--- src/corr_pkg.sv ---
package corr_pkg;

   // --------------------------------------------------
   // Array and accumulator sizes
   // --------------------------------------------------
   localparam int NUM_ANT   = 12;  // Antennas, one sign bit each for re and im
   localparam int NUM_PAIRS = 12;  // Correlated pairs per pass
   localparam int ADDR_W    = 4;   // Pair address width
   localparam int ACC_W     = 12;  // Signed accumulator width
   localparam int DAT_W     = 32;  // Bus data width

   // Saturation limits of a signed ACC_W value
   localparam logic signed [ACC_W-1:0] ACC_MAX = {1'b0, {(ACC_W-1){1'b1}}};
   localparam logic signed [ACC_W-1:0] ACC_MIN = {1'b1, {(ACC_W-1){1'b0}}};

   // Pair table, low nibble is antenna a, high nibble antenna b
   // Antennas 0 and 1 against the outer ring 6 to 11
   localparam logic [7:0] PAIR_TABLE [NUM_PAIRS] = '{
      8'h60, 8'h70, 8'h80, 8'h90, 8'ha0, 8'hb0,
      8'h61, 8'h71, 8'h81, 8'h91, 8'ha1, 8'hb1
   };

   // Bus register field, taken from adr bit 4
   typedef enum logic {
      BUS_COS = 1'b0,  // Cosine (real) visibility
      BUS_SIN = 1'b1   // Sine (imaginary) visibility
   } corr_field_e;

   // --------------------------------------------------
   // Pipeline items
   // --------------------------------------------------
   typedef struct packed {
      logic              valid;
      logic [ADDR_W-1:0] addr;   // Pair index
      logic              bank;   // Bank to write
      logic              clear;  // Start from zero
      logic              ar;     // Real bit of antenna a
      logic              br;     // Real bit of antenna b
      logic              bi;     // Imaginary bit of antenna b
   } corr_item_t;

   typedef struct packed {
      logic                    valid;
      logic [ADDR_W-1:0]       addr;
      logic                    bank;
      logic signed [ACC_W-1:0] cos;  // New cosine sum
      logic signed [ACC_W-1:0] sin;  // New sine sum
   } corr_update_t;

endpackage

--- src/corr_pair_sequencer.sv ---
`timescale 1ns/1ps

module corr_pair_sequencer (
   input  logic                         clk_x,
   input  logic                         rst,
   input  logic                         en,    // One sample per cycle
   input  logic                         sw,    // Bank switch request
   input  logic [corr_pkg::NUM_ANT-1:0] re,    // Real sign bits
   input  logic [corr_pkg::NUM_ANT-1:0] im,    // Imaginary sign bits
   output corr_pkg::corr_item_t         item,
   output logic                         bank   // Active bank
);

   import corr_pkg::*;

   logic [ADDR_W-1:0] addr;       // Current pair address
   logic              pend;       // Switch waiting for wrap
   logic              clear;      // Current pass starts from zero
   logic              wrap;
   logic [7:0]        pair_code;
   logic [3:0]        a_idx;
   logic [3:0]        b_idx;
   logic              do_switch;

   // --------------------------------------------------
   // Pair lookup
   // --------------------------------------------------
   assign pair_code = PAIR_TABLE[addr];
   assign a_idx     = pair_code[3:0];  // Low nibble
   assign b_idx     = pair_code[7:4];  // High nibble

   assign wrap      = (addr == ADDR_W'(NUM_PAIRS - 1));
   // Switch lands on the last pair of a pass, sw in that cycle counts too
   assign do_switch = en && wrap && (sw || pend);

   // Pair address counter
   always_ff @(posedge clk_x) begin
      if (rst) begin
         addr <= '0;
      end else if (en) begin
         addr <= wrap ? '0 : addr + 1'b1;
      end
   end

   // --------------------------------------------------
   // Bank switch and clear control
   // --------------------------------------------------
   always_ff @(posedge clk_x) begin
      if (rst) begin
         bank  <= 1'b0;
         clear <= 1'b1;  // First pass after reset from zero
         pend  <= 1'b0;
      end else if (do_switch) begin
         bank  <= ~bank;
         clear <= 1'b1;  // Next twelve items restart
         pend  <= 1'b0;
      end else begin
         if (sw) begin
            pend <= 1'b1;  // Defer to next wrap
         end
         if (en && wrap) begin
            clear <= 1'b0;  // Cleared pass finished
         end
      end
   end

   // --------------------------------------------------
   // Item register
   // --------------------------------------------------
   // Bank is captured here so in-flight writes keep the old bank
   always_ff @(posedge clk_x) begin
      if (rst) begin
         item.valid <= 1'b0;
      end else begin
         item.valid <= en;
      end
      if (en) begin
         item.addr  <= addr;
         item.bank  <= bank;
         item.clear <= clear;
         item.ar    <= re[a_idx];
         item.br    <= re[b_idx];
         item.bi    <= im[b_idx];
      end
   end

endmodule

--- src/corr_mac.sv ---
`timescale 1ns/1ps

module corr_mac (
   input  logic                              clk_x,
   input  logic                              rst,
   input  corr_pkg::corr_item_t              item,
   input  logic signed [corr_pkg::ACC_W-1:0] rd_cos,  // Stored cosine sum
   input  logic signed [corr_pkg::ACC_W-1:0] rd_sin,  // Stored sine sum
   output corr_pkg::corr_update_t            update,
   output logic                              overflow_cos,
   output logic                              overflow_sin
);

   import corr_pkg::*;

   logic [ACC_W-1:0] base_cos;   // Sum before this sample
   logic [ACC_W-1:0] base_sin;
   logic             cos_agree;  // Cosine product is +1
   logic             sin_agree;  // Sine product is +1
   logic [ACC_W:0]   step_cos;   // {saturated, new sum}
   logic [ACC_W:0]   step_sin;

   // --------------------------------------------------
   // Saturating add of a +1 or -1 product
   // --------------------------------------------------
   function automatic logic [ACC_W:0] sat_step(
      input logic [ACC_W-1:0] acc,
      input logic             agree
   );
      logic [ACC_W:0] ext;
      logic [ACC_W:0] sum;
      logic           ovf;
      ext = {acc[ACC_W-1], acc};  // One guard bit
      sum = agree ? ext + 1'b1 : ext - 1'b1;
      ovf = sum[ACC_W] ^ sum[ACC_W-1];
      if (ovf) begin
         // Guard bit gives the true sign
         return {1'b1, (sum[ACC_W] ? ACC_MIN : ACC_MAX)};
      end
      return {1'b0, sum[ACC_W-1:0]};
   endfunction

   // One-bit complex multiply, a times conjugate of b
   assign cos_agree = (item.ar == item.br);
   assign sin_agree = (item.ar == item.bi);

   // First pass after a switch ignores the stale bank
   assign base_cos = item.clear ? '0 : rd_cos;
   assign base_sin = item.clear ? '0 : rd_sin;

   assign step_cos = sat_step(base_cos, cos_agree);
   assign step_sin = sat_step(base_sin, sin_agree);

   // --------------------------------------------------
   // Update register and sticky flags
   // --------------------------------------------------
   always_ff @(posedge clk_x) begin
      if (rst) begin
         update.valid <= 1'b0;
         overflow_cos <= 1'b0;
         overflow_sin <= 1'b0;
      end else begin
         update.valid <= item.valid;
         if (item.valid && step_cos[ACC_W]) begin
            overflow_cos <= 1'b1;  // Held until reset
         end
         if (item.valid && step_sin[ACC_W]) begin
            overflow_sin <= 1'b1;
         end
      end
      if (item.valid) begin
         update.addr <= item.addr;
         update.bank <= item.bank;
         update.cos  <= step_cos[ACC_W-1:0];
         update.sin  <= step_sin[ACC_W-1:0];
      end
   end

endmodule

--- src/corr_accum_ram.sv ---
`timescale 1ns/1ps

module corr_accum_ram (
   input  logic                               clk_x,
   // Pipeline read port
   input  corr_pkg::corr_item_t               item,
   output logic signed [corr_pkg::ACC_W-1:0]  rd_cos,
   output logic signed [corr_pkg::ACC_W-1:0]  rd_sin,
   // Pipeline write port
   input  corr_pkg::corr_update_t             update,
   // Bus read port
   input  logic [corr_pkg::ADDR_W-1:0]        bus_addr,
   input  logic                               bus_bank,
   input  corr_pkg::corr_field_e              bus_field,
   output logic [corr_pkg::DAT_W-1:0]         bus_data
);

   import corr_pkg::*;

   // --------------------------------------------------
   // Storage, two banks per quadrature
   // --------------------------------------------------
   // Small and asynchronous read, maps to distributed RAM
   logic signed [ACC_W-1:0] cos_mem [2][NUM_PAIRS];
   logic signed [ACC_W-1:0] sin_mem [2][NUM_PAIRS];

   logic signed [ACC_W-1:0] bus_cos;  // Bus port cosine entry
   logic signed [ACC_W-1:0] bus_sin;  // Bus port sine entry
   logic signed [ACC_W-1:0] bus_sel;

   // --------------------------------------------------
   // Pipeline read port
   // --------------------------------------------------
   // Same cycle as the item, feeds the MAC directly
   assign rd_cos = cos_mem[item.bank][item.addr];
   assign rd_sin = sin_mem[item.bank][item.addr];

   // --------------------------------------------------
   // Write port
   // --------------------------------------------------
   always_ff @(posedge clk_x) begin
      if (update.valid) begin
         cos_mem[update.bank][update.addr] <= update.cos;
         sin_mem[update.bank][update.addr] <= update.sin;
      end
   end

   // --------------------------------------------------
   // Bus read port
   // --------------------------------------------------
   // Always the inactive bank, never touched by the writes above
   assign bus_cos = cos_mem[bus_bank][bus_addr];
   assign bus_sin = sin_mem[bus_bank][bus_addr];

   always_comb begin
      case (bus_field)
         BUS_COS: bus_sel = bus_cos;
         BUS_SIN: bus_sel = bus_sin;
         default: bus_sel = '0;
      endcase
   end

   // Sign extension onto the bus width
   assign bus_data = {{(DAT_W - ACC_W){bus_sel[ACC_W-1]}}, bus_sel};

endmodule

--- src/corr_bus_reader.sv ---
`timescale 1ns/1ps

module corr_bus_reader (
   input  logic                        clk_x,
   input  logic                        rst,
   // Wishbone-like slave
   input  logic                        cyc,
   input  logic                        stb,
   input  logic                        we,    // Writes acked, no effect
   input  logic [corr_pkg::ADDR_W:0]   adr,   // {field, index}
   output logic [corr_pkg::DAT_W-1:0]  dat_o,
   output logic                        ack,
   // Active bank from the sequencer
   input  logic                        bank,
   // RAM bus port
   output logic [corr_pkg::ADDR_W-1:0] bus_addr,
   output logic                        bus_bank,
   output corr_pkg::corr_field_e       bus_field,
   input  logic [corr_pkg::DAT_W-1:0]  bus_data
);

   import corr_pkg::*;

   logic req;       // Request seen
   logic take;      // Request accepted this cycle
   logic in_range;  // Index maps to a pair

   // --------------------------------------------------
   // Address decode
   // --------------------------------------------------
   assign bus_addr  = adr[ADDR_W-1:0];
   assign bus_field = corr_field_e'(adr[ADDR_W]);  // Bit 4 picks cos or sin
   assign bus_bank  = ~bank;                        // Inactive bank only

   assign in_range  = (bus_addr < ADDR_W'(NUM_PAIRS));

   assign req  = cyc && stb;
   assign take = req && !ack;  // Held request answered every other cycle

   // --------------------------------------------------
   // Ack and data registers
   // --------------------------------------------------
   always_ff @(posedge clk_x) begin
      if (rst) begin
         ack <= 1'b0;
      end else begin
         ack <= take;  // One-cycle pulse
      end
      if (take) begin
         // Unused indices and writes return zero
         dat_o <= (!we && in_range) ? bus_data : '0;
      end
   end

endmodule

--- src/correlator_top.sv ---
`timescale 1ns/1ps

module correlator_top (
   input  logic                         clk_x,
   input  logic                         rst,
   // Antenna samples
   input  logic                         en,
   input  logic                         sw,
   input  logic [corr_pkg::NUM_ANT-1:0] re,
   input  logic [corr_pkg::NUM_ANT-1:0] im,
   // Visibility read bus
   input  logic                         cyc,
   input  logic                         stb,
   input  logic                         we,
   input  logic [corr_pkg::ADDR_W:0]    adr,
   output logic [corr_pkg::DAT_W-1:0]   dat_o,
   output logic                         ack,
   // Status
   output logic                         overflow_cos,
   output logic                         overflow_sin
);

   import corr_pkg::*;

   // --------------------------------------------------
   // Internal nets
   // --------------------------------------------------
   corr_item_t              item;       // Sequencer to MAC and RAM
   corr_update_t            update;     // MAC to RAM write port
   logic signed [ACC_W-1:0] rd_cos;     // Active-bank sums
   logic signed [ACC_W-1:0] rd_sin;
   logic                    bank;       // Active bank
   logic [ADDR_W-1:0]       bus_addr;
   logic                    bus_bank;
   corr_field_e             bus_field;
   logic [DAT_W-1:0]        bus_data;

   // Producer
   corr_pair_sequencer seq_i (
      .clk_x (clk_x),
      .rst   (rst),
      .en    (en),
      .sw    (sw),
      .re    (re),
      .im    (im),
      .item  (item),
      .bank  (bank)
   );

   corr_mac mac_i (
      .clk_x        (clk_x),
      .rst          (rst),
      .item         (item),
      .rd_cos       (rd_cos),
      .rd_sin       (rd_sin),
      .update       (update),
      .overflow_cos (overflow_cos),
      .overflow_sin (overflow_sin)
   );

   // Buffer
   corr_accum_ram ram_i (
      .clk_x     (clk_x),
      .item      (item),
      .rd_cos    (rd_cos),
      .rd_sin    (rd_sin),
      .update    (update),
      .bus_addr  (bus_addr),
      .bus_bank  (bus_bank),
      .bus_field (bus_field),
      .bus_data  (bus_data)
   );

   // Consumer
   corr_bus_reader bus_i (
      .clk_x     (clk_x),
      .rst       (rst),
      .cyc       (cyc),
      .stb       (stb),
      .we        (we),
      .adr       (adr),
      .dat_o     (dat_o),
      .ack       (ack),
      .bank      (bank),
      .bus_addr  (bus_addr),
      .bus_bank  (bus_bank),
      .bus_field (bus_field),
      .bus_data  (bus_data)
   );

endmodule

--- config.mk ---
export PLATFORM = sky130hd
export DESIGN_NAME = correlator_top
export DESIGN_NICKNAME = d
export VERILOG_FILES = /design/src/corr_pkg.sv /design/src/corr_pair_sequencer.sv /design/src/corr_mac.sv /design/src/corr_accum_ram.sv /design/src/corr_bus_reader.sv /design/src/correlator_top.sv
export SDC_FILE = /design/constraint.sdc
export NUM_CORES = 1
export LEC_CHECK = 0
export CELL_PAD_IN_SITES_DETAIL_PLACEMENT = 1
export CELL_PAD_IN_SITES_GLOBAL_PLACEMENT = 2
export CORE_UTILIZATION = 45
export DETAILED_ROUTE_END_ITERATION = 12
export DONT_BUFFER_PORTS = 1
export HOLD_SLACK_MARGIN = 0.03
export PLACE_DENSITY = 0.74
export SLEW_MARGIN = 10
export SYNTH_ARGS = -nofsm -noshare
export SYNTH_HDL_FRONTEND = slang
export SYNTH_HIERARCHICAL = 1
export SYNTH_SLANG_ARGS = --single-unit
--- constraint.sdc ---
create_clock -name clk_x -period 4.3 [get_ports clk_x]
set_clock_uncertainty 0.05 [all_clocks]
set_input_delay 1.075 -clock clk_x [delete_from_list [all_inputs] [get_ports clk_x]]
set_output_delay 1.075 -clock clk_x [all_outputs]
set_load 0.05 [all_outputs]
## Word-level counts from Yosys, hierarchy flattened

Memory sizes are Yosys's and may differ from the RTL's. A register that Yosys moved wholly into a read port is not among the register bits.
Cells that the tools add are included.

| operators by class | value |
|---|---|
| add/subtract/negate cells | 5 |
| order comparisons | 8 |
| eq/ne operators | 3 |
| mux-type cells | 40 |
| bitwise operators | 8 |
| reductions and logical operators | 12 |

Operator list:

| kind | number |
|---|---|
| $bmux W12 S4 | 4 |
| $mux W12 | 13 |
| $mux W144 | 1 |
| $mux W13 | 6 |
| $demux W12 S4 | 1 |
| $add A12 B2 Y13 const B | 2 |
| $sub A12 B2 Y13 const B | 2 |
| $pmux W12 S2 | 1 |
| $ge A5 B5 Y1 const B | 4 |
| $not A4 Y5 | 4 |
| $mux W8 | 2 |
| $bmux W1 S4 | 3 |
| $lt A4 B5 Y1 const B | 2 |
| $logic_and A1 B1 Y1 | 8 |
| $mux W1 | 8 |
| $lt A5 B1 Y1 const B | 1 |
| $add A4 B1 Y4 const B | 1 |
| $eq A4 B4 Y1 const B | 1 |
| $lt A4 B4 Y1 const B | 1 |
| $mux W4 | 1 |
| $eq A1 B1 Y1 | 2 |
| $logic_not A1 Y1 | 2 |
| $not A1 Y1 | 2 |
| $reduce_or A2 Y1 | 1 |
| other kinds (2) | 3 |

| word-level totals | value |
|---|---|
| bits in registers | 62 |
| memory bits (writable) | 576 |
| bits in read-only memories | 128 |
| input port bits | 36 |
| output and inout bits | 35 |
| logic and storage cells | 99 |
| memories | 3 |

Memories:

| memory | depth | width | read ports | clocked after memory_dff | wr ports | RTL line | source |
|---|---|---|---|---|---|---|---|
| ram_i.cos_mem | 2 | 144 | 2 | 1 | 1 | corr_accum_ram.sv:24 | `logic signed [ACC_W-1:0] cos_mem [2][NUM_PAIRS];` |
| ram_i.sin_mem | 2 | 144 | 2 | 1 | 1 | corr_accum_ram.sv:25 | `logic signed [ACC_W-1:0] sin_mem [2][NUM_PAIRS];` |
| (no name shown) | 16 | 8 | 1 | 0 | 0 | corr_pair_sequencer.sv:28 | `assign pair_code = PAIR_TABLE[addr];` |

## Depth between registers and ports, before layout

| depth | value |
|---|---|
| depth in word-level cells | 11 |
| mapped depth | 20 |
| depth with buffers taken out | 17 |

## Cells and area by module

Netlist, hierarchy kept.

Modules (own cells, without submodules):

| module | times used | cells an instance | area each (um^2) | seq. area each (um^2) |
|---|---|---|---|---|
| corr_accum_ram | 1 | 1401 | 27363.7 | 17296.6 |
| corr_mac | 1 | 246 | 2491.1 | 930.9 |
| corr_bus_reader | 1 | 78 | 1285.0 | 980.9 |
| corr_pair_sequencer | 1 | 54 | 768.2 | 430.4 |

## Worst setup path before layout

OpenSTA, ideal clock, no wires.

| timing path | value |
|---|---|
| path kind | register to register |
| from | reg seq_i/item[4] (netlist name) |
| to | reg mac_i/update[10] (netlist name) |
| library setup time | 0.274 ns |
| data arrival time | 4.081 ns |
| data required time | 3.976 ns |
| setup slack | -0.105 ns |
| stages on the path, launching flop included | 19 |
| buffers on the path | 3 |
| clock period less this slack | 4.405 ns |
| cells stage by stage | edfxtp_1 > buf_4 > buf_6 > buf_6 > mux4_2 > mux2i_1 > o221ai_1 > nor2b_1 > ha_1 > nand2_1 > o21ai_1 > a2111oi_4 > o31ai_2 > mux2_4 > nor2_1 > ha_1 > and3_1 > a22oi_2 > o21ai_0 |

==> results.json <==
{
  "layout.cells.non_filler": 2996,
  "clk_latency_ps": 630,
  "synth_nets": 1842,
  "max_stage_delay_ps": 470,
  "placed_area_um2": 34300,
  "timing_max_transition_violations_final": 0,
  "crit_family": "compound AO/OA/AOI/OAI gates",
  "end_kind": "flop",
  "overflow": 0,
  "hpwl_mm": 66.75,
  "critPathKind": "flop to flop",
  "cp-start-kind": "flop",
  "powerDensity_nw_per_um2": 404.7,
  "num_vias": 19530,
  "io_pins": 71,
  "ant_nets": 0,
  "postSynthCellCount": 1779,
  "area_growth_pct": 20.47,
  "drcViolationCount": 0,
  "grt_pass1_vias": 20190,
  "final-setup-viol-count": 26,
  "violations": "negative setup slack",
  "vias_per_cell": 6.518,
  "postLayoutCellArea_um2": 38440,
  "finalCritPeriodShare": 1.117,
  "post-route-util": 0.5480,
  "grt_usage": 0.3041,
  "dieArea_um2": 71980,
  "crit_slowest_cell": "a2111oi_4",
  "synth_ff_type": "edfxtp_1",
  "clk_pin_slew_worst_paths_ps": 60,
  "finalHoldViolCount": 0,
  "numCtsBuffers": 72,
  "cts_hold_buf": 0,
  "tightestPinTransition_ps": 1140,
  "synth_seq_cells": 658,
  "whs_ps": 379.5,
  "critPathBufInv": 7,
  "maxSlewHeadroom": 0.2397,
  "cts_tree": "built",
  "drt_iter0_markers": 2349,
  "leakage_nw": 12.92,
  "cap_viol_max_count": 0,
  "synth_warnings": 6,
  "initial_core_util": 0.4549,
  "synth.distinct_cells": 82,
  "die_h_um": 268.3,
  "layout_min_cycle_time_ps": 4803,
  "root_buffer": "clkbuf_16",
  "dr.pass1.iters": 7,
  "cts_max_path_buffers": 3,
  "grt_start_max_net_pins": 161,
  "grt_pass1_wl_mm": 150.0,
  "synthArstFlopShare": 0,
  "dp.cells": 2808,
  "die_width_um": 268.3,
  "ir_drop_uv": 283.5,
  "synth_area_per_cell_um2": 17.94,
  "fin_ws_ps": -502.7,
  "htree_levels": 3,
  "final_common_cell": "edfxtp_1",
  "coreArea_um2": 70150,
  "antenna_found_initial": 4,
  "cts.sinks": 658,
  "wl_per_cell_um": 36.24,
  "crit_path_max_fanout": 5,
  "place_congestion": 0.8640,
  "io_buffers": 0,
  "nets": 2063,
  "holdCritPathClass": "flop to flop",
  "rows": 97,
  "synth_edf_count": 646,
  "max_freq_mhz": 208.2,
  "arrival_ps": 5120,
  "outcome": "finished with violations",
  "rsz0062_at_grt": "yes",
  "cp.required_ps": 4620,
  "synthesis.area_um2": 31910,
  "ys_seq_area_frac": 0.6155,
  "drive_above_1_share": 0.4058,
  "final_cell_mix": "646 x edfxtp_1, 229 x buf_4, 203 x mux4_2",
  "path_cells": "buf_12, buf_12, buf_16, buf_12, mux4_2, mux2i_4, o221ai_4, nor2b_4, ha_4, a21oi_2, o21ai_4, a2111oi_4, o31ai_4, mux2_4, nor2_4, ha_4, buf_6, a22oi_2, buf_6, buf_6, o21ai_2",
  "wirelength_mm": 108.6
}
-- state kept, by name, summed over array words and instances, names as in the netlist --
name / cells
seq_i/pend: 1
mac_i/overflow_cos: 1
mac_i/overflow_sin: 1
bus_i/ack: 1
seq_i/bank: 1
ram_i/cos_mem: 288
seq_i/addr: 4
mac_i/update: 30
seq_i/item: 10
bus_i/dat_o: 32
seq_i/clear: 1
ram_i/sin_mem: 288
-- path summary, 6_finish.rpt --
check                           startpoint  slack [ps]  cells after the start                         to
setup / recovery   seq_i/item[4]$_DFFE_PP_        -500                     21  mac_i/update[9]$_DFFE_PP_
hold / removal    seq_i/clear$_SDFFE_PP1P_         380                      0    seq_i/item[3]$_DFFE_PP_
setup reg to reg   seq_i/item[4]$_DFFE_PP_        -500                     21  mac_i/update[9]$_DFFE_PP_
hold reg to reg   seq_i/clear$_SDFFE_PP1P_         380                      0    seq_i/item[3]$_DFFE_PP_
-- per-stage QoR --
stage	TNS, ps	total power [mW]	setup slack (ps)
2_1_floorplan	0	8.494	4.562
3_3_place_gp	-13830	9.029	-733.6
3_5_place_dp	-15630	9.079	-829.0
4_1_cts	-7969	15.46	-438.0
5_1_grt	-12590	15.93	-680.3
6_report	-9117	15.56	-502.7
-- routing by layer --
metal / up-vias / GRT usage / wire length [µm] / part of all wire
met5: - / 0 / 9 / 0.000083
met4: 2 / 0.1185 / 4511 / 0.042
met3: 224 / 0.07285 / 10430 / 0.096
met2: 1088 / 0.4964 / 52350 / 0.48
met1: 10360 / 0.3931 / 41280 / 0.38
li1: 7851 / - / - / -
-- cell families after synthesis --
logic type                 Yosys count  share of synthesized area
xor gates and xnor gates            22                   0.006862
DFF                                658                     0.6155
buffers and inverters              157                    0.03564
AOI/OAI and AO/OA                  213                    0.05298
adders and majority gates           28                    0.01137
and+or+nand+nor                    270                    0.04545
muxes                              431                     0.2322
-- cell type report --
type | instances | area, µm²
clock inverters | 41 | 409.1
inverters | 11 | 43.79
well taps | 940 | 1176
flip-flops and latches | 658 | 19640
clock buffers | 88 | 1903
multi-input cells | 964 | 12350
repair buffers | 293 | 2913
fillers | 6353 | 31710
diodes | 1 | 2.502
-- power by group --
| part | internal, mW | switching [mW] |
|---|---|---|
| Sequential | 7.32 | 0.308 |
| Clock | 3.63 | 2.58 |
| Combinational | 0.857 | 0.872 |
| Total | 11.8 | 3.76 |
-- synth_stat cells, types with 29 or more instances --
cell / instances / area (µm²)
buf_6: 31 / 349.1
a22oi_1: 56 / 420.4
mux2_2: 29 / 326.6
buf_4: 39 / 292.8
mux2i_1: 166 / 1662
buf_2: 29 / 145.1
nor2b_1: 29 / 181.4
nor2_1: 47 / 176.4
and2_1: 35 / 219.0
mux4_2: 203 / 4572
edfxtp_1: 646 / 19400
nand2_1: 58 / 217.7
-- repair_timing --
| action | 4_1_cts | 5_1_grt |
|---|---|---|
| setup endpoints to repair | 26 | 26 |
| cloned | 10 | 1 |
| pin swaps | 40 | 50 |
| resized for setup | 144 | 92 |
| buffers inserted | 36 | 18 |
Note: power is estimated with default switching activity, not from simulation.
